$ cat config.mk
export PLATFORM = sky130hd
export DESIGN_NAME = im2col_desc_build
export DESIGN_NICKNAME = d
export VERILOG_FILES = /design/src/design/im2col_cfg_pkg.sv /design/src/design/im2col_desc_pkg.sv /design/src/design/im2col_desc_build.sv
export SDC_FILE = /design/constraint.sdc
export NUM_CORES = 2
export LEC_CHECK = 0
export ABC_AREA = 1
export BUFFER_PORTS_ARGS = -buffer_cell sky130_fd_sc_hd__buf_2
export CAP_MARGIN = 15
export CORE_AREA = 10 10 326 328
export DETAILED_ROUTE_END_ITERATION = 8
export DIE_AREA = 0 0 336 338
export PLACE_DENSITY = 0.66
export RECOVER_POWER = 100
export SYNTH_ARGS = -nofsm -noshare
export SYNTH_HDL_FRONTEND = slang
export SYNTH_SLANG_ARGS = --single-unit
$ cat constraint.sdc
create_clock -name vclk -period 13
set_input_delay 0 -clock vclk [all_inputs]
set_output_delay 0 -clock vclk [all_outputs]
set_load 0.01 [all_outputs]
$ cat src/design/im2col_cfg_pkg.sv
package im2col_cfg_pkg;

  // field widths of the layer configuration
  localparam int unsigned WORD_W  = 32;  // pointers, image sizes, adapted padding
  localparam int unsigned FILT_W  = 8;   // filter dims, channels, batch, strides
  localparam int unsigned COL_W   = 16;  // ch_col
  localparam int unsigned PAD_W   = 6;   // the four plain padding amounts
  localparam int unsigned PATCH_W = 16;  // output patch counts

  // bytes per tensor element
  localparam int unsigned ELEM_BYTES = 4;

  typedef struct packed {
    logic [WORD_W-1:0]  src_ptr;
    logic [WORD_W-1:0]  dst_ptr;
    logic [WORD_W-1:0]  ih;
    logic [WORD_W-1:0]  iw;
    logic [FILT_W-1:0]  fh;
    logic [FILT_W-1:0]  fw;
    logic [FILT_W-1:0]  num_ch;
    logic [FILT_W-1:0]  batch;
    logic [COL_W-1:0]   ch_col;       // num_ch * fh * fw
    logic [PAD_W-1:0]   pad_top;
    logic [PAD_W-1:0]   pad_bottom;
    logic [PAD_W-1:0]   pad_left;
    logic [PAD_W-1:0]   pad_right;
    logic [WORD_W-1:0]  adpt_pad_right;
    logic [WORD_W-1:0]  adpt_pad_bottom;
    logic [FILT_W-1:0]  stride_d1;    // horizontal
    logic [FILT_W-1:0]  stride_d2;    // vertical
    logic [PATCH_W-1:0] n_patches_h;
    logic [PATCH_W-1:0] n_patches_w;
  } im2col_cfg_t;

endpackage

$ cat src/design/im2col_desc_pkg.sv
package im2col_desc_pkg;

  // filter window position plus the batch image it is computed for
  typedef struct packed {
    logic [15:0] w_offset;
    logic [15:0] h_offset;
    logic [31:0] im_c;
    logic [7:0]  batch_idx;
  } im2col_pos_t;

  typedef struct packed {
    logic [31:0] n_zeros_top;
    logic [31:0] n_zeros_bottom;
    logic [31:0] n_zeros_left;
    logic [31:0] n_zeros_right;
  } pad_res_t;

  // im_row and im_col may go negative inside the padding
  typedef struct packed {
    logic [31:0] raw_index;
    logic [31:0] output_ptr;
    logic [31:0] im_row;
    logic [31:0] im_col;
  } addr_res_t;

  typedef struct packed {
    logic [31:0] input_ptr;
    logic [31:0] output_ptr;
    logic [31:0] in_inc_d2;
    logic [31:0] n_zeros_top;
    logic [31:0] n_zeros_bottom;
    logic [31:0] n_zeros_left;
    logic [31:0] n_zeros_right;
    logic [31:0] size_d1;
    logic [31:0] size_d2;
  } dma_desc_t;

endpackage

$ cat src/design/im2col_desc_build.sv
module im2col_desc_build
  import im2col_cfg_pkg::*;
  import im2col_desc_pkg::*;
(
  input  im2col_cfg_t cfg_i,
  input  pad_res_t    pad_i,
  input  addr_res_t   addr_i,
  output dma_desc_t   desc_o
);

  logic [31:0] size_d1, size_d2;
  logic [31:0] skip_rows;  // elements skipped by the top zeros
  logic [31:0] skip_cols;  // elements skipped by the left zeros
  logic [31:0] row_pitch;  // stride_d2 * iw
  logic [31:0] index;

  assign size_d1 = {16'h0, cfg_i.n_patches_w} - pad_i.n_zeros_left - pad_i.n_zeros_right;
  assign size_d2 = {16'h0, cfg_i.n_patches_h} - pad_i.n_zeros_top - pad_i.n_zeros_bottom;

  assign row_pitch = {24'h0, cfg_i.stride_d2} * cfg_i.iw;
  assign skip_rows = pad_i.n_zeros_top * row_pitch;
  assign skip_cols = pad_i.n_zeros_left * {24'h0, cfg_i.stride_d1};

  // first element actually read from the image
  assign index = addr_i.raw_index + skip_rows + skip_cols;

  assign desc_o.input_ptr  = cfg_i.src_ptr + index * ELEM_BYTES;
  assign desc_o.output_ptr = addr_i.output_ptr;

  // jump from the last read element of a row to the first of the next
  assign desc_o.in_inc_d2 = row_pitch - {24'h0, cfg_i.stride_d1} * (size_d1 - 32'd1) - 32'd1;

  assign desc_o.n_zeros_top    = pad_i.n_zeros_top;
  assign desc_o.n_zeros_bottom = pad_i.n_zeros_bottom;
  assign desc_o.n_zeros_left   = pad_i.n_zeros_left;
  assign desc_o.n_zeros_right  = pad_i.n_zeros_right;
  assign desc_o.size_d1        = size_d1;
  assign desc_o.size_d2        = size_d2;

endmodule

Yosys cells after proc, flatten, opt, wreduce, memory -nomap -nowiden
Index checks and enable logic that the tools add are counted.

Flip-flop bits (word level): 0. Bits in latches: 0. Bits in writable memories: 0. Bits in read-only memories: 0. Memories: 0.

Add/subtract/negate cells: 10. Multiply operators: 4. Divide/modulo/power cells: 0. Order comparisons: 0. Equality and inequality tests: 0. Shift operators: 0. Multiplexer cells: 0. Bitwise gates (word level): 0. Reduce and logical (&&, ||, !) cells: 0.

Operators by type and width (count): subtractor 32 bit (3); multiplier 8 x 32 -> 32 bit (2); subtractor 16 x 32 -> 32 bit (2); subtractor 32 x 1 -> 32 bit (second input constant) (2); adder 30 bit (2); adder 32 bit (1); multiplier 32 x 32 -> 30 bit (1); multiplier 32 x 8 -> 30 bit (1).

Longest topological paths before layout
Depth after elaboration: 6. Depth in mapped cells: 61.

Worst setup path before layout
No wires, ideal clock.

Path type: input-to-output. Start point: input port cfg_i[35] (netlist name). End point: output port desc_o[287] (netlist name). Data arrival time: 10.942 ns. Data required time: 13.000 ns. Slack: 2.058 ns. Stages: 54. Buffers on the path: 3. Path through: clkbuf_1 clkbuf_1 nand2_1 fa_1 fa_1 inv_1 fa_1 inv_1 fa_1 inv_1 ha_1 nand2_1 inv_1 nand3_1 nand2_1 nand2_1 nand2_1 clkbuf_1 [18 not listed] o21ai_0 a21boi_1 o21ai_0 nand2_1 nand3_1 nand2_1 ha_1 a21oi_1 o21bai_1 a221oi_1 o221ai_1 xnor2_1 inv_1 nand2_1 nand2_1 inv_1 nand2_1 nand2_1.

RTL lines: from (decl) (line im2col_desc_build.sv:5) `input im2col_cfg_t cfg_i,`; to (decl) (line im2col_desc_build.sv:8) `output dma_desc_t desc_o`.

==> flow_summary.toml <==
[min_path]
holdCritPathClass = "in -> out"
worstHoldPathCells = 0

[floorplan]
die_h_um = 338
start_util = 0.4425
die_area_um2 = 113600
die_w_um = 336
core_um2 = 99570
rows = 116
pin_count = 856

[placement]
routabilityCongestion = 0.9882
dpl_cell_area_um2 = 46760
portBuffers = 522
place_inst = 7610
detailed_place_hpwl_um = 139300

[layout]
layoutNonFillerInstCount = 7618
nets = 8176
fillers = 10290
fin_area_um2 = 46470
design.seq.count = 0
drive_gt1_frac = 0.06099
clock_buffers = 0
regArea_um2 = 0
area_growth_pct = 5.478

[yosys]
synth_top_area_frac = 0.4312
synth_largest_area_cell = "fa_1"
synth_cells = 6086
synth.top_cells.by_area = "fa_1 (43%), inv_1 (14%), nand2_1 (13%)"
yosys_warnings = 0
netlist_area_um2 = 44060
syn-num-nets = 7948
synthDistinctLibCells = 52
ys_seq_area_frac = 0
avgSynthCellArea_um2 = 7.239

[timing]
timing_worst_slew_pin_value_ns = 1.905
hold_viol = 0
max_freq_mhz = 82.70
rsz0062_at_grt = "no"
slew_headroom = -0.2703
setup-tns-final_ns = 0
finalCriticalPeriod_ns = 12.09
drv_slew = 101
setup_viol = 0
holdWs_ns = 0.000003937
min_period_over_period = 0.9301

[routing]
drc_errors = 0
vias_per_cell = 5.176
drt-wirelength-per-cell_um = 21.05
vias = 39430
postRouteAntennaNets = 0
firstDrtPassIters = 6
drtIter0Drc = 3156
wl_um = 160400

[worst_setup_path]
slowest_stage = "clkbuf_1"
worstSetupPathType = "in -> out"
slowest_delay_ns = 0.74
cp-start-kind = "input port"
required_ns = 13.00
cpMostUsedCell = "fa_1"
path_max_fanout = 18
worstPathArrival_ns = 12.09
endpoint_kind = "output pin"

[grt]
grt_first_pass_wirelength_um = 243900
grt_util_all_layers = 0.2821
antenna_found_initial = 21
grt_max_degree = 36
grt_remaining_overflow = 0
grt_pass1_vias = 41340

[job]
maxCapViolations = 5

[status]
violations = "capacitance limit, slew limit"
status = "finished, violations left"

[cts]
postCtsSetupRepairBufs = 0
==> synthesized netlist by cell type (all sizes together), types with 2 or more instances <==
cell and count:
xnor2 70, xor2 129, a21o 8, nand3b 16
and2 8, fa 949, clkinv 7, nand2 1506
a21oi 169, nor3 14, clkbuf 164, nor2 547
or2 10, nand4 55, a31oi 7, a21boi 8
nand3 152, o21ai 78, inv 1618, a211oi 2
ha 345, buf 185, nor4 6, o21bai 12
o21a 7, o211ai 7
==> logic make-up (layout without fill, tap and decap cells) <==
kind of cell,count (synthesis),count (layout),share of synthesized area
AO/OA/AOI/OAI,302,302,0.03786
XOR/XNOR,199,199,0.03973
adder cells (fa/ha/maj),1294,1294,0.5292
buffers and inverters,1974,2200,0.1823
other,0,8,0
AND/OR/NAND/NOR,2317,2317,0.2109
==> cells in the final DEF (no fill, tap or decap), drive strengths merged, types with 7 or more instances in the layout <==
cell type  count
o21bai        12
nor2         547
buf          342
fa           949
nand2       1506
o21ai         78
and2           8
a21o           8
clkbuf       233
clkinv         7
o211ai         7
a21oi        169
or2           10
inv         1618
nand3        152
nand4         55
nor3          14
ha           345
xor2         129
o21a           7
a21boi         8
nand3b        16
a31oi          7
diode          8
xnor2         70
==> per-stage QoR <==
step | util | setup WS (ns)
6_report | 0.4667 | 0.9081
5_1_grt | 0.4666 | 0.03744
4_1_cts | 0.4696 | 0.8159
3_5_place_dp | 0.4696 | 0.8182
3_3_place_gp | 0.4696 | 0.9962
2_1_floorplan | - | 2.058
==> worst max-delay path, delay by kind of cell <==
kind | cells | cell delay [ns]
and+or+nand+nor | 14 | 1.86
adders and majority gates | 14 | 6.82
buffers and inverters | 12 | 1.81
AOI/OAI and AO/OA | 6 | 1.06
xor gates and xnor gates | 3 | 0.49
==> cell type report <==
class                      instances  area, um2  area share
antenna                            8      20.02   0.0004308
tap                             1298       1624     0.03495
multi-input combinational       4112      36010      0.7749
inverter                        1625       6100      0.1313
timing repair buffer             575       2715     0.05843
==> path summary, 6_finish.rpt <==
check	slack, ns	startpoint	end
max	0.91	cfg_i[32]	desc_o[287]
min	0.000004	cfg_i[281]	desc_o[257]
==> layer usage <==
metal	wire length (um)	part of all wire	vias up	global-route usage
met5	70	0.00044	-	0
met4	7417	0.046	14	0.1076
met3	17350	0.11	346	0.07177
met2	72420	0.45	1907	0.4612
met1	63120	0.39	19360	0.3565
li1	-	-	17800	-
==> repair_timing <==
action / in CTS / in global routing
setup endpoints to repair: 0 / 1
hold buffers: 0 / 0
gates resized for setup: 0 / 2
