### src/design/im2col_cfg_pkg.sv
package im2col_cfg_pkg;

  // field widths of the layer configuration
  localparam int unsigned WORD_W  = 32;  // pointers, image sizes, adapted padding
  localparam int unsigned FILT_W  = 8;   // filter dims, channels, batch, strides
  localparam int unsigned COL_W   = 16;  // ch_col
  localparam int unsigned PAD_W   = 6;   // the four plain padding amounts
  localparam int unsigned PATCH_W = 16;  // output patch counts

  // bytes per tensor element
  localparam int unsigned ELEM_BYTES = 4;

  typedef struct packed {
    logic [WORD_W-1:0]  src_ptr;
    logic [WORD_W-1:0]  dst_ptr;
    logic [WORD_W-1:0]  ih;
    logic [WORD_W-1:0]  iw;
    logic [FILT_W-1:0]  fh;
    logic [FILT_W-1:0]  fw;
    logic [FILT_W-1:0]  num_ch;
    logic [FILT_W-1:0]  batch;
    logic [COL_W-1:0]   ch_col;       // num_ch * fh * fw
    logic [PAD_W-1:0]   pad_top;
    logic [PAD_W-1:0]   pad_bottom;
    logic [PAD_W-1:0]   pad_left;
    logic [PAD_W-1:0]   pad_right;
    logic [WORD_W-1:0]  adpt_pad_right;
    logic [WORD_W-1:0]  adpt_pad_bottom;
    logic [FILT_W-1:0]  stride_d1;    // horizontal
    logic [FILT_W-1:0]  stride_d2;    // vertical
    logic [PATCH_W-1:0] n_patches_h;
    logic [PATCH_W-1:0] n_patches_w;
  } im2col_cfg_t;

endpackage

### src/design/im2col_desc_pkg.sv
package im2col_desc_pkg;

  // filter window position plus the batch image it is computed for
  typedef struct packed {
    logic [15:0] w_offset;
    logic [15:0] h_offset;
    logic [31:0] im_c;
    logic [7:0]  batch_idx;
  } im2col_pos_t;

  typedef struct packed {
    logic [31:0] n_zeros_top;
    logic [31:0] n_zeros_bottom;
    logic [31:0] n_zeros_left;
    logic [31:0] n_zeros_right;
  } pad_res_t;

  // im_row and im_col may go negative inside the padding
  typedef struct packed {
    logic [31:0] raw_index;
    logic [31:0] output_ptr;
    logic [31:0] im_row;
    logic [31:0] im_col;
  } addr_res_t;

  typedef struct packed {
    logic [31:0] input_ptr;
    logic [31:0] output_ptr;
    logic [31:0] in_inc_d2;
    logic [31:0] n_zeros_top;
    logic [31:0] n_zeros_bottom;
    logic [31:0] n_zeros_left;
    logic [31:0] n_zeros_right;
    logic [31:0] size_d1;
    logic [31:0] size_d2;
  } dma_desc_t;

endpackage

### src/design/im2col_pos_if.sv
interface im2col_pos_if
  import im2col_desc_pkg::*;
();

  im2col_pos_t win;      // position under computation
  logic        capture;  // calculators register on this edge
  logic        start;    // accepted start of a new layer

  modport seq (
    output win,
    output capture,
    output start
  );

  modport calc (
    input win,
    input capture,
    input start
  );

endinterface

### src/design/im2col_addr_calc.sv
module im2col_addr_calc
  import im2col_cfg_pkg::*;
  import im2col_desc_pkg::*;
(
  input  logic        clk_i,
  input  logic        rst_ni,
  input  im2col_cfg_t cfg_i,
  im2col_pos_if.calc  pos,
  input  logic        advance_i,
  output addr_res_t   addr_o
);

  logic [31:0] row_d, col_d, index_d;
  logic [31:0] row_q, col_q, index_q;
  logic [31:0] out_ptr_q;
  logic [31:0] out_inc;

  // signed, negative rows and cols land in the padding
  assign row_d = {16'h0, pos.win.h_offset} - {26'h0, cfg_i.pad_top};
  assign col_d = {16'h0, pos.win.w_offset} - {26'h0, cfg_i.pad_left};

  assign index_d = (({24'h0, pos.win.batch_idx} * {24'h0, cfg_i.num_ch} + pos.win.im_c)
                    * cfg_i.ih + row_d) * cfg_i.iw + col_d;

  // one output row per descriptor
  assign out_inc = {16'h0, cfg_i.n_patches_h} * {16'h0, cfg_i.n_patches_w} * ELEM_BYTES;

  always_ff @(posedge clk_i) begin
    if (pos.capture) begin
      row_q   <= row_d;
      col_q   <= col_d;
      index_q <= index_d;
    end
  end

  always_ff @(posedge clk_i or negedge rst_ni) begin
    if (!rst_ni) begin
      out_ptr_q <= '0;
    end else if (pos.start) begin
      out_ptr_q <= cfg_i.dst_ptr;
    end else if (advance_i) begin
      out_ptr_q <= out_ptr_q + out_inc;
    end
  end

  assign addr_o.raw_index  = index_q;
  assign addr_o.output_ptr = out_ptr_q;
  assign addr_o.im_row     = row_q;
  assign addr_o.im_col     = col_q;

endmodule

### src/flat_wrapper.sv
// flat-port wrapper written by rule: the top's interface ports become plain ports
module im2col_addr_calc_flat import im2col_cfg_pkg::*; import im2col_desc_pkg::*;
  (clk_i, rst_ni, cfg_i, advance_i, addr_o, pos_win, pos_capture, pos_start);
  im2col_pos_if pos_i ();
  input  logic clk_i;
  input  logic rst_ni;
  input  im2col_cfg_t cfg_i;
  input  logic advance_i;
  output addr_res_t addr_o;
  input wire logic [$bits(pos_i.win)-1:0] pos_win;
  input wire logic [$bits(pos_i.capture)-1:0] pos_capture;
  input wire logic [$bits(pos_i.start)-1:0] pos_start;
  assign pos_i.win = pos_win;
  assign pos_i.capture = pos_capture;
  assign pos_i.start = pos_start;
  im2col_addr_calc u_core (.clk_i(clk_i), .rst_ni(rst_ni), .cfg_i(cfg_i), .pos(pos_i), .advance_i(advance_i), .addr_o(addr_o));
endmodule
### config.mk
export PLATFORM = sky130hd
export DESIGN_NAME = im2col_addr_calc_flat
export DESIGN_NICKNAME = d
export VERILOG_FILES = /design/src/design/im2col_cfg_pkg.sv /design/src/design/im2col_desc_pkg.sv /design/src/design/im2col_pos_if.sv /design/src/design/im2col_addr_calc.sv /design/src/flat_wrapper.sv
export SDC_FILE = /design/constraint.sdc
export NUM_CORES = 2
export LEC_CHECK = 0
export BUFFER_PORTS_ARGS = -buffer_cell sky130_fd_sc_hd__clkbuf_2
export CAP_MARGIN = 20
export CORE_AREA = 2 2 335 337
export DETAILED_ROUTE_END_ITERATION = 10
export DIE_AREA = 0 0 337 339
export GPL_TIMING_DRIVEN = 0
export PLACE_DENSITY_LB_ADDON = 0.08
export RECOVER_POWER = 25
export SLEW_MARGIN = 0
export SYNTH_ARGS = -nofsm -noshare
export SYNTH_HDL_FRONTEND = slang
export SYNTH_SLANG_ARGS = --single-unit
### constraint.sdc
create_clock -name clk_i -period 3.7 [get_ports clk_i]
set_input_delay 0.185 -clock clk_i [delete_from_list [all_inputs] [get_ports clk_i]]
set_output_delay 0.185 -clock clk_i [all_outputs]
set_load 0.01 [all_outputs]
---- Yosys cells after proc, flatten, opt, wreduce, memory -nomap -nowiden ----
Index checks and enable logic that the tools add are counted.
word-level totals
  bits in registers ....................... 128
  output and inout bits ................... 128
  word-level logic and storage cells ...... 17
cells by class
  add/sub/neg operators ................... 6
  $mul .................................... 4
  multiplexer cells ....................... 2
  reduce and logical (&&, ||, !) cells .... 1
operators by type and width
  kind               number
  $add 32x32->32     3
  $mul 32x32->32     2
  $mux 32            2
  $sub 16x6->17      2
  $add 16x32->32     1
  $mul 16x16->30     1
  $mul 8x8->16       1
  $reduce_bool 2->1  1

---- Longest topological paths before layout ----
  word-level depth ........................ 6
  mapped depth ............................ 71
  depth with buffers taken out ............ 70

---- Least setup slack after synthesis ----
Ideal clock, no wire load.
  kind .................................... input port to flip-flop
  from .................................... in pos_win[2]
  to ...................................... reg u_core.index_q[31], data pin
  arrival time ............................ 17.211 ns
  slack ................................... -13.769 ns
  stages .................................. 64
  buffers on the path ..................... 2
  cells stage by stage .................... clkbuf_1 -> nand2_1 -> fa_1 -> fa_1 -> fa_1 -> fa_1 -> inv_1 -> ha_1 -> and3_1 -> a2111oi_2 -> o221ai_1 -> a31o_2 -> a21oi_1 -> xnor2_1 -> clkbuf_1 -> nand2_1 -> fa_1 -> fa_1 -> [28 not listed] -> fa_1 -> inv_1 -> fa_1 -> xor2_1 -> xnor2_1 -> xnor2_1 -> xnor2_1 -> xnor2_1 -> xor2_1 -> xnor2_1 -> xnor2_1 -> xor2_1 -> xnor2_1 -> xnor2_1 -> xnor2_1 -> xnor3_1 -> xor2_1 -> xnor2_1
between the ends
  cells in the longest elaborated chain, start to end .. 6
ends and longest elaborated chain
  element                 line                    RTL
  start: declaration      flat_wrapper.sv:10      input wire logic [$bits(pos_i.win)-1:0] pos_win;
  $mul 8x8->16            im2col_addr_calc.sv:22  assign index_d = (({24'h0, pos.win.batch_idx} * {24'h0, cfg_i.num_ch} + pos.win.im_c)
  $add 16x32->32          im2col_addr_calc.sv:22
  $mul 32x32->32          im2col_addr_calc.sv:23  * cfg_i.ih + row_d) * cfg_i.iw + col_d;
  $add 32x32->32          im2col_addr_calc.sv:23
  $mul 32x32->32          im2col_addr_calc.sv:23
  $add 32x32->32          im2col_addr_calc.sv:23
  net u_core.index_d[31]  im2col_addr_calc.sv:13  logic [31:0] row_d, col_d, index_d;
  end signal: assignment  im2col_addr_calc.sv:32  index_q <= index_d;
  end: declaration        im2col_addr_calc.sv:14  logic [31:0] row_q, col_q, index_q;
The timed path passes the listed nets, and every way through them passes these cells.
A chain may end at the register's enable or synchronous reset.

---- Worst setup path after layout ----
  from .................................... in pos_win[7]
  to ...................................... reg u_core.index_q[31], data pin
Same word-level chain as after synthesis.

==> results_dict.tcl <==
set metrics [dict create \
    status "finished, violations left" \
    failed_checks "capacitance limit, slew limit, setup timing" \
    cp-end-kind "register" \
    drv_cap 1 \
    stdcell_count 7505 \
    seqCellArea_mm2 0.002783 \
    crit_path_top_delay_cell "fa_1" \
    syn_area_mm2 0.04940 \
    async_flop_share_pct 32.65 \
    cts_tree "done" \
    yosys.area.top_type "fa_1" \
    drt-initial-drc-count 2372 \
    rsz0062_at_grt "yes" \
    wl_per_cell_um 21.50 \
    skew_ns 0.008763 \
    path_max_fanout 10 \
    cp_slowest_stage_delay_ns 0.60 \
    finalSetupViolations 54 \
    synthTopCellsByCount "inv_1 (1,222), fa_1 (1,122), nand2_1 (811)" \
    fin_crit_sh_pct 481.4 \
    die_h_um 339 \
    syn-instance-count 5436 \
    grt_pass1_wl_um 251400 \
    synth_ff_type "edfxtp_1" \
    synth_edf_count 66 \
    crit_path_frequent_cell "fa_1" \
    tns_ns -344.62 \
    coreArea_mm2 0.1104 \
    grt_max_degree 40 \
    period_minus_slack_ns 17.81 \
    gp_congestion 0.9199 \
    vias_per_cell 5.109 \
    multi_input_area_mm2 0.04382 \
    cp-start-kind "input pin" \
    clkSinkCount 98 \
    layout-drive-gt1-share_pct 17.68 \
    clock_latency_ns 0.42 \
    fp-row-count 122 \
    routed_wl_um 161400 \
    io_pins 517 \
    overflow 0 \
    relSlewSlack_pct -18.29 \
    fin_nets 7931 \
    syn_to_final_growth_pct 20.72 \
    path_clk_slew_ns 0.10 \
    crit_type "input pin to register" \
    worstPathArrival_ns 18.01 \
    start_util_pct 44.76 \
    fillers 10177 \
    avgSynthCellArea_um2 9.087 \
    dpl_cell_area_mm2 0.05443 \
    fin_ws_ns -14.11 \
    tightest_slew_ns 1.774 \
    clock_path_buffers 2 \
    synth_top_area_share_pct 45.47 \
    dp_hpwl_um 134600 \
    synth.most_common_cell "inv_1" \
    report.final.slew_viol_count 29 \
    first_pass_iters 6 \
    hold_path.class "input pin to register" \
    fin_area_mm2 0.05963 \
    htree_num_levels 3 \
    die_w_um 337 \
    cts_made_buffers 9 \
    detail-route-antenna-nets 0 \
    ys.warnings.count 0 \
    synth_area_leaders "fa_1 (45%), ha_1 (11%), inv_1 (9.3%)" \
    numPlacedInstances 7280 \
    drc 0 \
    grt_pass1_vias 41350 \
    synth_nets 7370 \
    synth_seq_cells 98 \
    port_buffers 343 \
    place_ws_ns -15.92 \
    antenna_found_initial 15 \
    ys_seq_area_share_pct 5.633 \
    cp.required_ns 3.90 \
    grtUsageTotal_pct 29.44 \
    max_freq_mhz 56.15 \
    die_area_mm2 0.1142 \
    synth_cell_types 68 \
    vias 38346 \
    cts_root_buf "clkbuf_16" \
    hold_viol 0 \
]
[cells by family after synthesis]
group                    synth area share [%]
buffers and inverters                   11.38
flip-flops                              5.633
adder cells (fa/ha/maj)                 56.19
AND/OR/NAND/NOR                         16.92
multiplexers                           0.3495
XOR/XNOR                                4.919
AO/OA/AOI/OAI                           4.605
[layout by cell type (no fill, tap or decap), drive strengths merged, types with 79 or more instances in the layout]
cell    instances
nor2           87
inv          1225
fa           1122
ha            423
buf           230
xnor2         186
clkbuf        549
a21oi         104
o21ai          79
and2          588
nand2         811
[sequential cells by signal (all words and copies together) (netlist names)]
| register | cells |
|---|---|
| u_core.index_q | 32 |
| u_core.row_q | 17 |
| u_core.out_ptr_q | 32 |
| u_core.col_q | 17 |
[metal layers]
| layer | global-route usage [%] | vias up | wire [µm] | part of all wire, % |
|---|---|---|---|---|
| met4 | 9.989 | 12 | 5786 | 3.6 |
| li1 | - | 17196 | - | - |
| met1 | 40.51 | 19611 | 69440 | 43 |
| met2 | 46.38 | 1298 | 73280 | 45 |
| met3 | 5.858 | 229 | 12800 | 7.9 |
| met5 | 0 | - | 74 | 0.046 |
[final timing paths]
path                                            startpoint                          endpoint  slack, ns  cells after the start
min in group asynchronous                           rst_ni   u_core.out_ptr_q[7]$_DFFE_PN0N_       0.46                      2
max reg2reg                u_core.out_ptr_q[2]$_DFFE_PN0N_  u_core.out_ptr_q[30]$_DFFE_PN0N_      -0.42                     18
max in group asynchronous                           rst_ni  u_core.out_ptr_q[30]$_DFFE_PN0N_       2.65                      2
max                                             pos_win[7]      u_core.index_q[31]$_DFFE_PP_     -14.11                     69
min reg2reg                u_core.out_ptr_q[0]$_DFFE_PN0P_   u_core.out_ptr_q[0]$_DFFE_PN0P_       0.52                      1
min                                             cfg_i[275]  u_core.out_ptr_q[27]$_DFFE_PN0N_       0.08                      2
[what timing repair did]
| item | in CTS | in global routing |
|---|---|---|
| setup buffers | 157 | 14 |
| resized for setup | 511 | 87 |
| hold endpoints to repair | 57 | 0 |
| endpoints found under the setup margin | 55 | 57 |
| pin swaps | 181 | 57 |
| hold buffers | 26 | 0 |
[cell type report]
type,count,share of cell area (%)
Multi-Input combinational cell,3870,73.49
Sequential cell,98,4.666
Timing Repair Buffer,553,6.958
Clock inverter,7,0.1825
Tap cell,1488,3.122
Buffer,243,3.450
Antenna cell,15,0.06295
Inverter,1222,7.692
Clock buffer,9,0.3777
[critical path, delay by kind of cell]
kind / cells / cell delay, ns
fa+ha+maj: 22 / 10.61
xor+xnor: 16 / 3.07
compound gates: 11 / 1.84
buf+inv: 14 / 1.34
simple gates: 6 / 0.96
[per-stage QoR]
step	utilization [%]	hold WS [ns]
CTS	53.60	0.04440
floorplan	-	-0.1106
finish	54.03	0.07877
detailed placement	49.32	0.3436
global placement	49.14	0.3428
global route	54.01	0.08019
Power is left out: the tool's default activity adds up to more than one toggle a clock period on the data nets, which glitch-free logic cannot reach.
