### src/design/im2col_cfg_pkg.sv
package im2col_cfg_pkg;

  // field widths of the layer configuration
  localparam int unsigned WORD_W  = 32;  // pointers, image sizes, adapted padding
  localparam int unsigned FILT_W  = 8;   // filter dims, channels, batch, strides
  localparam int unsigned COL_W   = 16;  // ch_col
  localparam int unsigned PAD_W   = 6;   // the four plain padding amounts
  localparam int unsigned PATCH_W = 16;  // output patch counts

  // bytes per tensor element
  localparam int unsigned ELEM_BYTES = 4;

  typedef struct packed {
    logic [WORD_W-1:0]  src_ptr;
    logic [WORD_W-1:0]  dst_ptr;
    logic [WORD_W-1:0]  ih;
    logic [WORD_W-1:0]  iw;
    logic [FILT_W-1:0]  fh;
    logic [FILT_W-1:0]  fw;
    logic [FILT_W-1:0]  num_ch;
    logic [FILT_W-1:0]  batch;
    logic [COL_W-1:0]   ch_col;       // num_ch * fh * fw
    logic [PAD_W-1:0]   pad_top;
    logic [PAD_W-1:0]   pad_bottom;
    logic [PAD_W-1:0]   pad_left;
    logic [PAD_W-1:0]   pad_right;
    logic [WORD_W-1:0]  adpt_pad_right;
    logic [WORD_W-1:0]  adpt_pad_bottom;
    logic [FILT_W-1:0]  stride_d1;    // horizontal
    logic [FILT_W-1:0]  stride_d2;    // vertical
    logic [PATCH_W-1:0] n_patches_h;
    logic [PATCH_W-1:0] n_patches_w;
  } im2col_cfg_t;

endpackage

### src/design/im2col_desc_pkg.sv
package im2col_desc_pkg;

  // filter window position plus the batch image it is computed for
  typedef struct packed {
    logic [15:0] w_offset;
    logic [15:0] h_offset;
    logic [31:0] im_c;
    logic [7:0]  batch_idx;
  } im2col_pos_t;

  typedef struct packed {
    logic [31:0] n_zeros_top;
    logic [31:0] n_zeros_bottom;
    logic [31:0] n_zeros_left;
    logic [31:0] n_zeros_right;
  } pad_res_t;

  // im_row and im_col may go negative inside the padding
  typedef struct packed {
    logic [31:0] raw_index;
    logic [31:0] output_ptr;
    logic [31:0] im_row;
    logic [31:0] im_col;
  } addr_res_t;

  typedef struct packed {
    logic [31:0] input_ptr;
    logic [31:0] output_ptr;
    logic [31:0] in_inc_d2;
    logic [31:0] n_zeros_top;
    logic [31:0] n_zeros_bottom;
    logic [31:0] n_zeros_left;
    logic [31:0] n_zeros_right;
    logic [31:0] size_d1;
    logic [31:0] size_d2;
  } dma_desc_t;

endpackage

### src/design/im2col_pos_if.sv
interface im2col_pos_if
  import im2col_desc_pkg::*;
();

  im2col_pos_t win;      // position under computation
  logic        capture;  // calculators register on this edge
  logic        start;    // accepted start of a new layer

  modport seq (
    output win,
    output capture,
    output start
  );

  modport calc (
    input win,
    input capture,
    input start
  );

endinterface

### src/design/im2col_pad_calc.sv
module im2col_pad_calc
  import im2col_cfg_pkg::*;
  import im2col_desc_pkg::*;
(
  input  logic        clk_i,
  input  logic        rst_ni,
  input  im2col_cfg_t cfg_i,
  im2col_pos_if.calc  pos,
  output pad_res_t    pad_o
);

  pad_res_t    pad_d;
  logic [31:0] fw_rem;  // fw - 1 - w_offset
  logic [31:0] fh_rem;  // fh - 1 - h_offset
  logic [31:0] top_gap, left_gap;

  // division rounded up, stride is never zero
  function automatic logic [31:0] ceil_div(input logic [31:0] num, input logic [7:0] den);
    ceil_div = (num + {24'h0, den} - 32'd1) / {24'h0, den};
  endfunction

  assign fw_rem   = {24'h0, cfg_i.fw} - 32'd1 - {16'h0, pos.win.w_offset};
  assign fh_rem   = {24'h0, cfg_i.fh} - 32'd1 - {16'h0, pos.win.h_offset};
  assign top_gap  = {26'h0, cfg_i.pad_top} - {16'h0, pos.win.h_offset};
  assign left_gap = {26'h0, cfg_i.pad_left} - {16'h0, pos.win.w_offset};

  always_comb begin
    // top and left, window still inside the leading pad
    if (pos.win.h_offset >= {10'h0, cfg_i.pad_top}) begin
      pad_d.n_zeros_top = '0;
    end else begin
      pad_d.n_zeros_top = ceil_div(top_gap, cfg_i.stride_d2);
    end

    if (pos.win.w_offset >= {10'h0, cfg_i.pad_left}) begin
      pad_d.n_zeros_left = '0;
    end else begin
      pad_d.n_zeros_left = ceil_div(left_gap, cfg_i.stride_d1);
    end

    // right and bottom go against the adapted padding
    if (fw_rem >= {26'h0, cfg_i.pad_right} || cfg_i.adpt_pad_right == '0) begin
      pad_d.n_zeros_right = '0;
    end else begin
      pad_d.n_zeros_right = ceil_div(cfg_i.adpt_pad_right - fw_rem, cfg_i.stride_d1);
    end

    if (fh_rem >= {26'h0, cfg_i.pad_bottom} || cfg_i.adpt_pad_bottom == '0) begin
      pad_d.n_zeros_bottom = '0;
    end else begin
      pad_d.n_zeros_bottom = ceil_div(cfg_i.adpt_pad_bottom - fh_rem, cfg_i.stride_d2);
    end
  end

  always_ff @(posedge clk_i or negedge rst_ni) begin
    if (!rst_ni) begin
      pad_o <= '0;
    end else if (pos.start) begin
      pad_o <= '0;
    end else if (pos.capture) begin
      pad_o <= pad_d;
    end
  end

endmodule

### src/flat_wrapper.sv
// flat-port wrapper written by rule: the top's interface ports become plain ports
module im2col_pad_calc_flat import im2col_cfg_pkg::*; import im2col_desc_pkg::*;
  (clk_i, rst_ni, cfg_i, pad_o, pos_win, pos_capture, pos_start);
  im2col_pos_if pos_i ();
  input  logic clk_i;
  input  logic rst_ni;
  input  im2col_cfg_t cfg_i;
  output pad_res_t pad_o;
  input wire logic [$bits(pos_i.win)-1:0] pos_win;
  input wire logic [$bits(pos_i.capture)-1:0] pos_capture;
  input wire logic [$bits(pos_i.start)-1:0] pos_start;
  assign pos_i.win = pos_win;
  assign pos_i.capture = pos_capture;
  assign pos_i.start = pos_start;
  im2col_pad_calc u_core (.clk_i(clk_i), .rst_ni(rst_ni), .cfg_i(cfg_i), .pos(pos_i), .pad_o(pad_o));
endmodule
### config.mk
export PLATFORM = sky130hd
export DESIGN_NAME = im2col_pad_calc_flat
export DESIGN_NICKNAME = d
export VERILOG_FILES = /design/src/design/im2col_cfg_pkg.sv /design/src/design/im2col_desc_pkg.sv /design/src/design/im2col_pos_if.sv /design/src/design/im2col_pad_calc.sv /design/src/flat_wrapper.sv
export SDC_FILE = /design/constraint.sdc
export NUM_CORES = 2
export LEC_CHECK = 0
export ABC_CLOCK_PERIOD_IN_PS = 2100
export BUFFER_PORTS_ARGS = -buffer_cell sky130_fd_sc_hd__buf_2
export CORE_MARGIN = 2
export CORE_UTILIZATION = 30
export CTS_CLUSTER_DIAMETER = 100
export CTS_CLUSTER_SIZE = 12
export DETAILED_ROUTE_END_ITERATION = 12
export PLACE_DENSITY = 0.59
export SYNTH_ARGS = -nofsm -noshare
export SYNTH_HDL_FRONTEND = slang
export SYNTH_SLANG_ARGS = --single-unit
### constraint.sdc
create_clock -name clk_i -period 2.1 [get_ports clk_i]
set_input_delay 0.105 -clock clk_i [delete_from_list [all_inputs] [get_ports clk_i]]
set_output_delay 0.105 -clock clk_i [all_outputs]
set_load 0.01 [all_outputs]
# Yosys cells after proc, flatten, opt, wreduce, memory -nomap -nowiden
# Index checks and enable logic that the tools add are counted.
# W data, S select, Z words.
# word_totals
output_inout_bits,128
regBits,128
# classes
reduce_logical,5
n_mux,6
n_div,4
order_cmp,4
addsub,16
# op_table
cell,n
$mux W128,2
$add A32 B8 Y32,4
$div A32 B8 Y32,4
$mux W32,4
$sub A32 B1 Y32 const B,4
$ge A32 B6 Y1,2
$logic_not A32 Y1,2
$sub A32 B16 Y32,2
$sub A32 B32 Y32,2
$sub A6 B16 Y17,2
$ge A16 B6 Y1,2
$sub A8 B1 Y9 const B,2
$logic_or A1 B1 Y1,2
$reduce_bool A2 Y1,1

# Longest topological paths before layout
# logic_depth
depth_word,9
ltp_mapped,492

# Least setup slack after synthesis
# OpenSTA, ideal clock, no wires.
# synth_path
path_kind,input to register
from,in cfg_i[168] (netlist name)
to,"reg, netlist name u_core.pad_o[0]"
path_stages,473
arrival_time_ps,90865
path_slack_ps,-88897
path_buffers,36
path_cell_list,inv_1 -> ha_1 -> xor2_1 -> ha_1 -> nor2b_1 -> o21ai_0 -> nand2b_1 -> a21o_1 -> a21o_1 -> a21o_1 -> a21o_1 -> a21o_1 -> a21o_1 -> a21o_1 -> a21o_1 -> a21o_1 -> a21o_1 -> a21oi_1 -> [... 437 more ...] -> buf_2 -> nor2_1 -> a21oi_1 -> ha_1 -> a21oi_1 -> nor2b_1 -> o21ai_0 -> nand2b_1 -> a21oi_1 -> nor2b_1 -> o21ai_0 -> nand2b_1 -> a221oi_1 -> o2111ai_1 -> a221o_1 -> a2111oi_0 -> o2111a_1 -> a32oi_1
# synth_via
elab_chain_len,9
# synth_lines
element,line_no,rtl
start: declaration,flat_wrapper.sv:7,input im2col_cfg_t cfg_i;
$sub A8 B1 Y9 *,im2col_pad_calc.sv:22,"assign fw_rem = {24'h0, cfg_i.fw} - 32'd1 - {16'h0, pos.win.w_offset};"
$sub A32 B16 Y32 *,im2col_pad_calc.sv:22,
$sub A32 B32 Y32,im2col_pad_calc.sv:45,"pad_d.n_zeros_right = ceil_div(cfg_i.adpt_pad_right - fw_rem, cfg_i.stride_d1);"
$add A32 B8 Y32,im2col_pad_calc.sv:19,"ceil_div = (num + {24'h0, den} - 32'd1) / {24'h0, den};"
$sub A32 B1 Y32,im2col_pad_calc.sv:19,
$div A32 B8 Y32,im2col_pad_calc.sv:19,
$mux W32 *,im2col_pad_calc.sv:42,"if (fw_rem >= {26'h0, cfg_i.pad_right} || cfg_i.adpt_pad_right == '0) begin"
$mux W128 *,im2col_pad_calc.sv:60,end else if (pos.capture) begin
$mux W128 *,im2col_pad_calc.sv:58,end else if (pos.start) begin
# Mark *: on every way between the ends. The rest lies on a longest branch, timed or not. The select of a mux whose other input is x is not followed.
# A chain may end at the register's enable or synchronous reset.

# Worst setup path in the final report
# layout_path
from,in cfg_i[169] (netlist name)
to,"reg, netlist name u_core.pad_o[0]"
# layout_via
elab_chain_len,9
# layout_lines
element,line_no
$sub A8 B1 Y9 *,im2col_pad_calc.sv:22
$sub A32 B16 Y32 *,im2col_pad_calc.sv:22
$sub A32 B32 Y32,im2col_pad_calc.sv:45
$add A32 B8 Y32,im2col_pad_calc.sv:19
$sub A32 B1 Y32,im2col_pad_calc.sv:19
$div A32 B8 Y32,im2col_pad_calc.sv:19
$mux W32 *,im2col_pad_calc.sv:42
$mux W128 *,im2col_pad_calc.sv:60
$mux W128 *,im2col_pad_calc.sv:58
# Marks and branches as above.

==> flow_metrics.env <==
export IMPL_arrival_ns=79.38
export IMPL_cts_sinks=128
export IMPL_grt_max_degree=64
export IMPL_core_region_area_um2=294000
export IMPL_drtPass1Iterations=10
export IMPL_die_x_um=547
export IMPL_post_synth_top_count_cell="nor2_1"
export IMPL_place_area_um2=141000
export IMPL_cts_tree="built"
export IMPL_layout_nets=21100
export IMPL_syn_inst=12600
export IMPL_layout_setup_ws_ns=-76.82
export IMPL_die_area_um2=299000
export IMPL_max_cap_violations=0
export IMPL_finalSetupViolations=128
export IMPL_synth_area_leaders="ha_1, o21a_1, nor2_1, nand2_1, a21oi_1"
export IMPL_slew_headroom=0.298
export IMPL_largest_reg_flops=128
export IMPL_yosysUniqueCellTypes=189
export IMPL_run_status="complete, but fails checks"
export IMPL_dp_slack_ns=-78.91
export IMPL_grt_setup_unrepaired="true"
export IMPL_max_stage_delay_ns=0.65
export IMPL_crit_family="compound AO/OA/AOI/OAI gates"
export IMPL_antenna_found_initial=3
export IMPL_grtUsageTotal=0.243
export IMPL_ys_seq_elements=128
export IMPL_ant_nets=0
export IMPL_place_congestion=0.940
export IMPL_synth_warnings=0
export IMPL_hold_viol=0
export IMPL_post_route_util=0.526
export IMPL_crit_required_ns=2.56
export IMPL_grt_pass1_vias=122000
export IMPL_clkLatencyLatePin_ns=0.60
export IMPL_fin_crit_sh=37.6
export IMPL_avgSynthCellArea_um2=7.05
export IMPL_synth_edf_count=0
export IMPL_synth_area_um2=88500
export IMPL_path_buf_inv=101
export IMPL_crit_type="input pin to register"
export IMPL_synth_top_cells_by_count="nor2_1, ha_1, nand2_1"
export IMPL_async_flop_share=1.00
export IMPL_fp_row_count=199
export IMPL_max_flop_register="u_core.pad_o"
export IMPL_drtIter0Drc=7881
export IMPL_tightest_slew_ns=1.05
export IMPL_cpMostUsedCell="o21a_1"
export IMPL_top_regs="u_core.pad_o: 128 flops"
export IMPL_syn_num_nets=14100
export IMPL_ctsRootBufferMaster="clkbuf_16"
export IMPL_fmax_ghz=0.0127
export IMPL_layout_min_cycle_time_ns=78.92
export IMPL_hold_class="input pin to register"
export IMPL_final_area_um2=155000
export IMPL_overflow=0
export IMPL_fin_worst_skew_ns=0
export IMPL_io_buffers=283
export IMPL_slew_viol_final=0
export IMPL_area_growth_syn_to_layout_pct=74.7
export IMPL_htreeDepth=4
export IMPL_startpoint_type="input pin"
export IMPL_io_pins=516
export IMPL_remaining_drc_errors=2
export IMPL_synth_area_leader_cell="ha_1"
export IMPL_cts_inserted_buffers=25
export IMPL_start_util=0.301
export IMPL_ys_flop_type="dfrtp_1"
export IMPL_violations="DRC, setup timing"
export IMPL_crit_path_end_kind="register"
export IMPL_cts_clk_slew_worst_paths_ns=0.07
export IMPL_tns_ns=-4293.23
export IMPL_routed_wl_um=389000
export IMPL_synth_top_area_share=0.160
export IMPL_drive_gt1_frac=0.479
export IMPL_vias_per_cell=5.31
export IMPL_hpwlAfterDp_um=307000
export IMPL_yosysSeqAreaShare=0.0362
export IMPL_critical_path_max_fanout=6
export IMPL_grt_first_pass_wirelength_um=615000
export IMPL_cts_buffer_depth=3
export IMPL_num_vias=125000
export IMPL_routedWlPerCell_um=16.5
export IMPL_die_h_um=547
export IMPL_slowest_stage="or4_4"
-- placed cells by master, fill, tap and decap left out, drive strengths merged, types with 143 or more instances in the layout --
cell	Yosys	final
a211oi	145	145
a21o	279	279
a21oi	846	846
a31oi	171	171
and2	167	167
and3	150	150
buf	111	7311
ha	1131	1131
inv	430	419
mux2	207	207
nand2	1145	1145
nand2b	143	143
nand3	336	336
nand4	200	200
nor2	1193	1193
nor3	841	841
nor4	162	162
o21a	659	659
o21ai	770	770
o31ai	272	272
or2	216	216
or3	182	182
xnor2	465	465
xor2	259	259
-- stage by stage --
stage / hold WS, ns / std cells
after CTS: 0.115 / 23200
after global placement: 0.0780 / 22400
final: 0.111 / 23500
after global routing: 0.108 / 23500
after floorplan: -0.191 / 12600
after detailed placement: 0.0736 / 22400
-- path summary, 6_finish.rpt --
path,startpoint,endpoint,slack (ns),cells past startpoint
max in group asynchronous,rst_ni,u_core.pad_o[91],0.93,4
min in group asynchronous,rst_ni,u_core.pad_o[5],0.49,3
worst min-delay path,cfg_i[35],u_core.pad_o[94],0.11,6
worst min register to register,u_core.pad_o[124],u_core.pad_o[124],0.47,2
worst max-delay path,cfg_i[169],u_core.pad_o[0],-76.82,477
worst max register to register,u_core.pad_o[96],u_core.pad_o[96],0,7
-- layout make-up --
cell class	instances	area (µm²)
multi-input cells	11700	89000
flip-flops and latches	128	3200
inverters	432	1700
clock buffers	29	661
well taps	3919	4900
clock inverters	4	70.1
diodes	6	15.0
fillers	27400	139000
repair buffers	7315	55100
-- routing by layer --
| layer | wire, µm | GRT usage | part of all wire | up-vias |
|---|---|---|---|---|
| met2 | 182000 | 0.419 | 0.47 | 3067 |
| met1 | 175000 | 0.317 | 0.45 | 59000 |
| li1 | - | - | - | 62300 |
| met5 | 13 | 0 | 0.000033 | - |
| met3 | 17800 | 0.0178 | 0.046 | 713 |
| met4 | 14400 | 0.0826 | 0.037 | 2 |
-- cells by family after synthesis --
logic type	Yosys count	synth area share
flops	128	0.0362
fa+ha+maj	1161	0.166
simple gates	5225	0.308
buf+inv	730	0.0381
compound gates	4248	0.338
xor+xnor	724	0.0721
mux	341	0.0420
-- timing repair --
item                                    4_1_cts  5_1_grt
pin swaps                                   493      575
gates resized for setup                     561      453
hold buffers                                  4        0
endpoints found under the hold margin       130        0
buffers inserted                            764      300
cloned                                        1        0
endpoints found under the setup margin      128      128
-- worst min-delay path: stages --
cell     delay, ns
buf_2         0.12
buf_4         0.16
nor2_4        0.06
nand2_4       0.06
buf_4         0.10
o21ai_2       0.05
Power is left out: the tool's default activity adds up to more than one toggle a clock period on the data nets, which glitch-free logic cannot reach.
