==> config.mk <==
export PLATFORM = sky130hd
export DESIGN_NAME = im2col_desc_fifo
export DESIGN_NICKNAME = d
export VERILOG_FILES = /design/src/design/im2col_desc_pkg.sv /design/src/design/im2col_desc_fifo.sv
export SDC_FILE = /design/constraint.sdc
export NUM_CORES = 1
export LEC_CHECK = 0
export BUFFER_PORTS_ARGS = -buffer_cell sky130_fd_sc_hd__buf_2
export CORE_ASPECT_RATIO = 0.6
export CORE_MARGIN = 4
export CORE_UTILIZATION = 30
export DETAILED_ROUTE_END_ITERATION = 10
export GPL_TIMING_DRIVEN = 1
export PLACE_DENSITY_LB_ADDON = 0.05
export SYNTH_ARGS = -nofsm -noshare
export SYNTH_HDL_FRONTEND = slang
export SYNTH_SLANG_ARGS = --single-unit
==> constraint.sdc <==
create_clock -name clk_i -period 8.5 [get_ports clk_i]
set_input_delay 0 -clock clk_i [delete_from_list [all_inputs] [get_ports clk_i]]
set_output_delay 0 -clock clk_i [all_outputs]
set_load 0.01 [all_outputs]
==> src/design/im2col_desc_pkg.sv <==
package im2col_desc_pkg;

  // filter window position plus the batch image it is computed for
  typedef struct packed {
    logic [15:0] w_offset;
    logic [15:0] h_offset;
    logic [31:0] im_c;
    logic [7:0]  batch_idx;
  } im2col_pos_t;

  typedef struct packed {
    logic [31:0] n_zeros_top;
    logic [31:0] n_zeros_bottom;
    logic [31:0] n_zeros_left;
    logic [31:0] n_zeros_right;
  } pad_res_t;

  // im_row and im_col may go negative inside the padding
  typedef struct packed {
    logic [31:0] raw_index;
    logic [31:0] output_ptr;
    logic [31:0] im_row;
    logic [31:0] im_col;
  } addr_res_t;

  typedef struct packed {
    logic [31:0] input_ptr;
    logic [31:0] output_ptr;
    logic [31:0] in_inc_d2;
    logic [31:0] n_zeros_top;
    logic [31:0] n_zeros_bottom;
    logic [31:0] n_zeros_left;
    logic [31:0] n_zeros_right;
    logic [31:0] size_d1;
    logic [31:0] size_d2;
  } dma_desc_t;

endpackage

==> src/design/im2col_desc_fifo.sv <==
module im2col_desc_fifo
  import im2col_desc_pkg::*;
#(
  parameter int unsigned FIFO_DEPTH = 4  // power of two, 2 or more
) (
  input  logic      clk_i,
  input  logic      rst_ni,
  input  logic      push_i,
  input  dma_desc_t desc_i,
  input  logic      pop_i,
  output dma_desc_t desc_o,
  output logic      full_o,
  output logic      empty_o
);

  localparam int unsigned PTR_W = $clog2(FIFO_DEPTH);

  dma_desc_t        mem [FIFO_DEPTH];
  logic [PTR_W-1:0] wr_ptr_q, rd_ptr_q;  // wrap on their own
  logic [PTR_W:0]   count_q;
  logic             do_push, do_pop;

  assign do_push = push_i && !full_o;
  assign do_pop  = pop_i && !empty_o;  // pop on empty is dropped

  always_ff @(posedge clk_i) begin
    if (do_push) begin
      mem[wr_ptr_q] <= desc_i;
    end
  end

  always_ff @(posedge clk_i or negedge rst_ni) begin
    if (!rst_ni) begin
      wr_ptr_q <= '0;
      rd_ptr_q <= '0;
      count_q  <= '0;
    end else begin
      if (do_push) wr_ptr_q <= wr_ptr_q + 1'b1;
      if (do_pop)  rd_ptr_q <= rd_ptr_q + 1'b1;
      if (do_push != do_pop) begin
        count_q <= do_push ? count_q + 1'b1 : count_q - 1'b1;
      end
    end
  end

  assign desc_o  = mem[rd_ptr_q];  // head always visible
  assign full_o  = count_q == (PTR_W+1)'(FIFO_DEPTH);
  assign empty_o = count_q == '0;

endmodule

## Word level (Yosys, flattened, before mapping)

Memory sizes are Yosys's and may differ from the RTL's.
Index checks and enable logic that the tools add are counted.
Widths: inputs -> output; s select.

- Reduce and logical (&&, ||, !) cells: 5
- Equality and inequality tests: 2
- Add/sub/neg operators: 4
- Mux-type cells: 3

Operator list:

| operator | count |
|---|---|
| $add 2x1->2 const B | 2 |
| $add 3x1->3 const B | 1 |
| $eq 3x3->1 const B | 1 |
| $logic_not 3->1 | 1 |
| $mux 3 | 1 |
| $sub 3x1->3 const B | 1 |
| $logic_and 1x1->1 | 2 |
| $logic_not 1->1 | 2 |
| $mux 1 | 2 |
| $ne 1x1->1 | 1 |

- Logic and storage cells: 18
- Memories kept: 1
- Register bits after elaboration: 7
- Bits in writable memories: 1152
- Input bits: 292
- Output and inout bits: 290

Memory list:

| memory | words | bits a word | rd ports | clocked after Yosys merged registers in | wr ports | RTL line | source |
|---|---|---|---|---|---|---|---|
| mem | 4 | 288 | 1 | 0 | 1 | im2col_desc_fifo.sv:18 | `dma_desc_t mem [FIFO_DEPTH];` |

## Depth between registers and ports, before layout

Gate-level depths: netlist of the first run.

- Depth in word-level cells: 5
- Depth in mapped cells: 7

## Worst setup path before layout of the first run

No wires, ideal clock.

- Path kind: reg-to-reg
- Start point: register count_q[0]
- End point: memory mem[2][0] (netlist bit) (enable)
- Setup time: 0.686 ns
- Setup slack: 0.355 ns
- Data arrival time: 7.459 ns
- Buffers on the path: 0
- Data required time: 7.814 ns
- Cell stages (with the launch flop): 4
- Path through: dfrtp_1 -> nor2_1 -> a21boi_1 -> and2_1

- Cells in the longest elaborated chain, start to end: 5

Ends and longest elaborated chain:

| item | RTL line | source |
|---|---|---|
| start, declared | im2col_desc_fifo.sv:20 | `logic [PTR_W:0] count_q;` |
| start signal, assigned | im2col_desc_fifo.sv:41 | `count_q <= do_push ? count_q + 1'b1 : count_q - 1'b1;` |
| $eq 3x3->1 | im2col_desc_fifo.sv:47 | `assign full_o = count_q == (PTR_W+1)'(FIFO_DEPTH);` |
| $logic_not 1->1 | im2col_desc_fifo.sv:23 | `assign do_push = push_i && !full_o;` |
| $logic_and 1x1->1 | im2col_desc_fifo.sv:23 |  |
| $mux 1 | im2col_desc_fifo.sv:27 | `if (do_push) begin` |
| $mux 1 (implied by the code) | im2col_desc_fifo.sv:28 | `mem[wr_ptr_q] <= desc_i;` |
| end, declared | im2col_desc_fifo.sv:18 |  |

No other way between the ends.

==> results of run 1 <==
kinds of logic after synthesis:
family,synth area share
buffers and inverters,0.00981
and+or+nand+nor,0.00215
DFF,0.829
adders and majority gates,0.00167
xor gates and xnor gates,0.00104
muxes,0.155
AOI/OAI and AO/OA,0.00143
worst max path at each step:
stage	startpoint	slack, ns	cells past startpoint	end
finish	rd_ptr_q[0]$_DFFE_PN0P_	4.90	3	desc_o[241]
global route	rd_ptr_q[0]$_DFFE_PN0P_	4.46	3	desc_o[182]
CTS	rd_ptr_q[0]$_DFFE_PN0P_	4.64	3	desc_o[241]
detailed placement	count_q[0]$_DFFE_PN0P_	5.03	4	mem[1][259]$_DFFE_PP_
global placement	count_q[0]$_DFFE_PN0P_	5.07	4	mem[1][272]$_DFFE_PP_
floorplan	count_q[0]$_DFFE_PN0P_	0.35	3	mem[2][0]$_DFFE_PP_
timing repair:
action / CTS / global route
hold buffers: 418 / 0
setup buffers: 0 / 0
endpoints found under the setup margin: 0 / 0
hold endpoints to repair: 1166 / 0
sequential cells by signal, summed over array words and instances, names as in the netlist:
| name | flops |
|---|---|
| count_q | 3 |
| mem | 1152 |
| rd_ptr_q | 2 |
| wr_ptr_q | 2 |
stage by stage:
stage / instances / setup slack [ns]
global route: 4544 / 4.46
finish: 4548 / 4.90
global placement: 3912 / 5.07
floorplan: 1558 / 0.355
CTS: 4542 / 4.64
detailed placement: 3912 / 5.03
area by class of cell:
| class | count | area [sq um] |
|---|---|---|
| fillers | 12387 | 82900 |
| flip-flops and latches | 1159 | 34800 |
| repair buffers | 1020 | 7340 |
| multi-input cells | 327 | 6780 |
| clock buffers | 136 | 2960 |
| well taps | 1819 | 2280 |
| clock inverters | 76 | 761 |
| inverters | 5 | 18.8 |
| diodes | 6 | 15.0 |
synth_stat cells, drive strengths merged, types with 3 or more instances:
master / number
and2: 5
buf: 57
clkbuf: 10
dfrtp: 7
edfxtp: 1152
ha: 4
inv: 5
mux4: 288
nand2: 4
nand3: 4
nor2: 3
o21ai: 4
xnor2: 4
metal layers:
metal	up-vias	routed length [um]	global-route usage
li1	8989	-	-
met1	10675	40600	0.168
met2	423	54200	0.248
met3	138	6140	0.0397
met4	8	2360	0.0357
met5	-	49	0
power breakdown:
part | switching (mW) | total [mW] | internal (mW)
clock | 2.16 | 5.04 | 2.88
combinational | 3.13 | 5.46 | 2.33
sequential | 0.275 | 7.83 | 7.56
total | 5.56 | 18.3 | 12.8
critical path: stages, from the launching register on:
cell	delay, ns
dfrtp_4	1.09
buf_4	0.90
mux4_2	0.64
buf_2	0.17
==> flow_summary.toml, run 1 <==
[floorplan]
fp.dieW_um = 491
initial_core_util = 0.304
io-pin-count = 582
die_h_um = 298
std_cell_rows = 105
die_area_sq_um = 146000
fp.coreArea_sq_um = 138000

[finish]
mostFrequentLayoutCell = "edfxtp_1"
final_layout_size_suffix_gt1_frac = 0.387
finish.utilization = 0.399
stdcell_area_sq_um = 54900
fin_nets = 2924
area_delta_synth_final_pct = 30.9
final_cell_mix = "edfxtp_1 (1152), buf_2 (581), dlygate4sd3_1 (418)"

[route]
drc = 0
dr.pass1.iters = 6
postRouteAntennaNets = 0
vias_per_cell = 4.45
finalWirelength_mm = 103
vias = 20233
initialDrtViolationCount = 1082
wl_per_cell_um = 22.7

[setup_path]
reg2reg_slack_ns = 5.16
required_ns = 8.50
cp-end-kind = "primary output"
crit_fanout = 46
worst_ep_arrival_time_ns = 3.60
r2r_cells = 4
path_class = "flop to primary output"
r2r-end = "mem[1][24]$_DFFE_PP_"
crit_path_start_kind = "flop"
r2r-start = "count_q[0]$_DFFE_PN0P_"

[global_route]
grt_pass1_wl_mm = 152
grt_util_all_layers = 0.140
grt-ovfl-total = 0
grt_pass1_vias = 22311
grt_antenna_before_repair = 11
grt_start_max_net_pins = 133

[synthesis]
synth_area_sq_um = 42000
synthCells = 1558
yosys.area.top_type = "edfxtp_1"
syn_area_per_cell_sq_um = 26.9
synth_edf_count = 1152
yosysSeqAreaShare = 0.829
ys_seq_elements = 1159
synthFlopType = "edfxtp_1"
async_flop_share = 0.00604
yosysTopAreaCellShare = 0.825
post_synth_num_cell_types = 24
synth_nets = 1855
yosys_warnings = 0
synth_area_leaders = "edfxtp_1 (82%), mux4_2 (15%), buf_2 (0.52%), dfrtp_1 (0.42%), buf_6 (0.30%)"

[cts]
cts_buffers = 114
clk_pin_slew_ns = 0.06
cts_sinks = 1159
clock_path_buffers = 3
cts_tree = "yes"
htreeDepth = 3
cts-root-buf = "clkbuf_16"
post_cts_resized = 0
clk_latency_ns = 0.71

[timing]
finalCritPeriodShare = 0.423
holdWs_ns = 0.0740
fmax_mhz = 278
drv_slew = 0
tightest_slew_ns = 1.30
rsz0062_at_grt = "no"
maxSlewHeadroom = 0.131
setup_violations = 0
finalHoldViolations = 0
skew_ns = 0.0165
fin_crit_ns = 3.60
finalSetupTns_ns = 0

[worst_hold_path]
hold_end = "mem[0][198]$_DFFE_PP_"
worstHoldStart = "desc_i[198]"
whs_path_depth = 2
min_path_type = "input pin to flop"

[power_and_ir_drop]
p_leak_nw = 18.6
peakVddDrop_mv = 0.248
power.density_nw_per_um2 = 334
p_total_mw = 18.3

[placement]
io_buffer_count = 581
dpl_cell_area_sq_um = 47000
place_congestion = 0.675
dp_hpwl_mm = 60.8

[run_status]
outcome = "finished clean"

[run]
drv_cap = 0
No activity file was read; power rests on OpenSTA's default activity.
==> run 2: changes to the inputs <==
==> constraint.sdc (replaced) <==
create_clock -name clk_i -period 3.31 [get_ports clk_i]
set_input_delay 0 -clock clk_i [delete_from_list [all_inputs] [get_ports clk_i]]
set_output_delay 0 -clock clk_i [all_outputs]
set_load 0.01 [all_outputs]
==> run 2 against run 1 <==
  * Register-to-register slack lost 4.2 ns
  * Count of clock-buffer cells in the layout shrank 1
  * Critical endpoint is now desc_o[88]
  * Sequential cell count is the same
==> flow_summary.toml, run 2 (synthesis results as in run 1) <==
[finish]
final_layout_size_suffix_gt1_frac = 0.402
mostFrequentLayoutCell = "edfxtp_1"
fin_cells = 4574
final_cell_mix = "edfxtp_1 (1152), buf_2 (581), dlygate4sd3_1 (403)"
largest_reg_flops = 1152
area_delta_synth_final_pct = 31.8
finish.utilization = 0.401
fin_nets = 2945
largest-register = "mem"
fillers = 12367
reg_top3 = "mem: 1152 flops, count_q: 3 flops"

[power_and_ir_drop]
p_total_mw = 47.6
p_leak_nw = 18.8
power.density_nw_per_um2 = 861
peakVddDrop_mv = 0.494

[route]
drc = 0
dr.pass1.iters = 5
initialDrtViolationCount = 949
postRouteAntennaNets = 0
vias = 20325
vias_per_cell = 4.44
wl_per_cell_um = 23.0
finalWirelength_mm = 105

[global_route]
grt_pass1_wl_mm = 155
grt_start_max_net_pins = 83
grt_pass1_vias = 22447
grt-ovfl-total = 0
grt_antenna_before_repair = 17
grt_util_all_layers = 0.143

[timing]
finalSetupTns_ns = 0
finalCritPeriodShare = 0.846
fin_crit_ns = 2.80
rsz0062_at_grt = "no"
maxSlewHeadroom = 0.499
tightest_slew_ns = 0.751
drv_slew = 0
setup_violations = 0
holdWs_ns = 0.0705
finalHoldViolations = 0
skew_ns = 0.0203
fmax_mhz = 357

[setup_path]
r2r-start = "count_q[0]$_DFFE_PN0P_"
cp_top_family = "buffers and inverters"
cp_num_buf_inv = 3
max_stage_delay_ns = 0.70
r2r_cells = 4
cp_slowest_cell = "dfrtp_4"
required_ns = 3.31
cp-end-kind = "primary output"
crit_fanout = 19
path_cells = "buf_4, buf_4, mux4_2, buf_2"
reg2reg_slack_ns = 0.99
cpMostUsedCell = "buf_4"
path_class = "flop to primary output"
crit_path_start_kind = "flop"
worst_ep_arrival_time_ns = 2.80
r2r-end = "mem[1][268]$_DFFE_PP_"

[cts]
cts_tree = "yes"
cts_sinks = 1159
htreeDepth = 3
cts_buffers = 115
clk_latency_ns = 0.69
cts-root-buf = "clkbuf_16"
clock_path_buffers = 3
post_cts_resized = 0
clk_pin_slew_ns = 0.06
post_cts_buffers = 0

[floorplan]
die_h_um = 298
die_area_sq_um = 146000
fp.dieW_um = 491
fp.coreArea_sq_um = 138000
std_cell_rows = 105
initial_core_util = 0.304
io-pin-count = 582

[worst_hold_path]
whs_path_depth = 2
hold_end = "mem[2][200]$_DFFE_PP_"
worstHoldStart = "desc_i[200]"
min_path_type = "input pin to flop"

[run]
drv_cap = 0

[placement]
place_congestion = 0.711
dp_hpwl_mm = 64.8
io_buffer_count = 581
placed_cells = 3947

[run_status]
outcome = "finished clean"
## run 2: cell count changes in the layout (fill, tap and decap cells not counted), moves of 3 or more
cell           change
clkinv_2           +7
dlygate4sd3_1     -15
diode_2            +7
clkinv_1          -10
buf_12            +20
buf_4             +15
clkinvlp_4         +3
## run 2: repair_timing
action                                 in CTS  in global routing
hold buffers                              403                  0
endpoints found under the hold margin    1167                  0
setup endpoints to repair                   0                  0
## run 2: per-stage QoR
stage          setup WS [ns]  instance area, sq um
2_1_floorplan        0.00202                 42000
3_3_place_gp           0.953                 47500
3_5_place_dp           0.955                 47500
4_1_cts                0.331                 55300
5_1_grt                0.281                 55300
6_report               0.509                 55300
## run 2: power breakdown
group	switching (mW)	internal, mW
Sequential	0.710	19.3
Clock	5.56	7.43
Combinational	8.23	6.36
Total	14.5	33.1
## run 2: how the worst max path moves through the flow
stage,start,endpoint,cells after the start
final,rd_ptr_q[0]$_DFFE_PN0P_,desc_o[88],4
after CTS,rd_ptr_q[0]$_DFFE_PN0P_,desc_o[51],4
after global placement,count_q[0]$_DFFE_PN0P_,mem[1][11]$_DFFE_PP_,4
after floorplan,count_q[0]$_DFFE_PN0P_,mem[0][0]$_DFFE_PP_,3
after detailed placement,count_q[0]$_DFFE_PN0P_,mem[1][11]$_DFFE_PP_,4
after global routing,rd_ptr_q[0]$_DFFE_PN0P_,desc_o[93],4
## run 2: per-layer routing
metal	share of wire	global-route usage	vias to the layer above
li1	-	-	9007
met2	0.52	0.250	391
met5	0.00025	0	-
met3	0.051	0.0365	140
met4	0.021	0.0350	4
met1	0.41	0.176	10783
## run 2: layout make-up
type                       instances  area, sq um  share of cell area
antenna                           13         32.5            0.000588
clock buffer                     135         2970              0.0538
clock inverter                    76          748              0.0135
inverter                           5         18.8            0.000339
multi-input combinational        327         6790               0.123
sequential                      1159        34800               0.629
tap                             1819         2280              0.0411
timing repair buffer            1040         7700               0.139
## run 2: worst register-to-register path, cell delays in order (launching register included)
cell	delay [ns]
dfrtp_1	0.49
nor2_2	0.11
a21boi_2	0.31
and2_4	0.58
buf_12	0.37
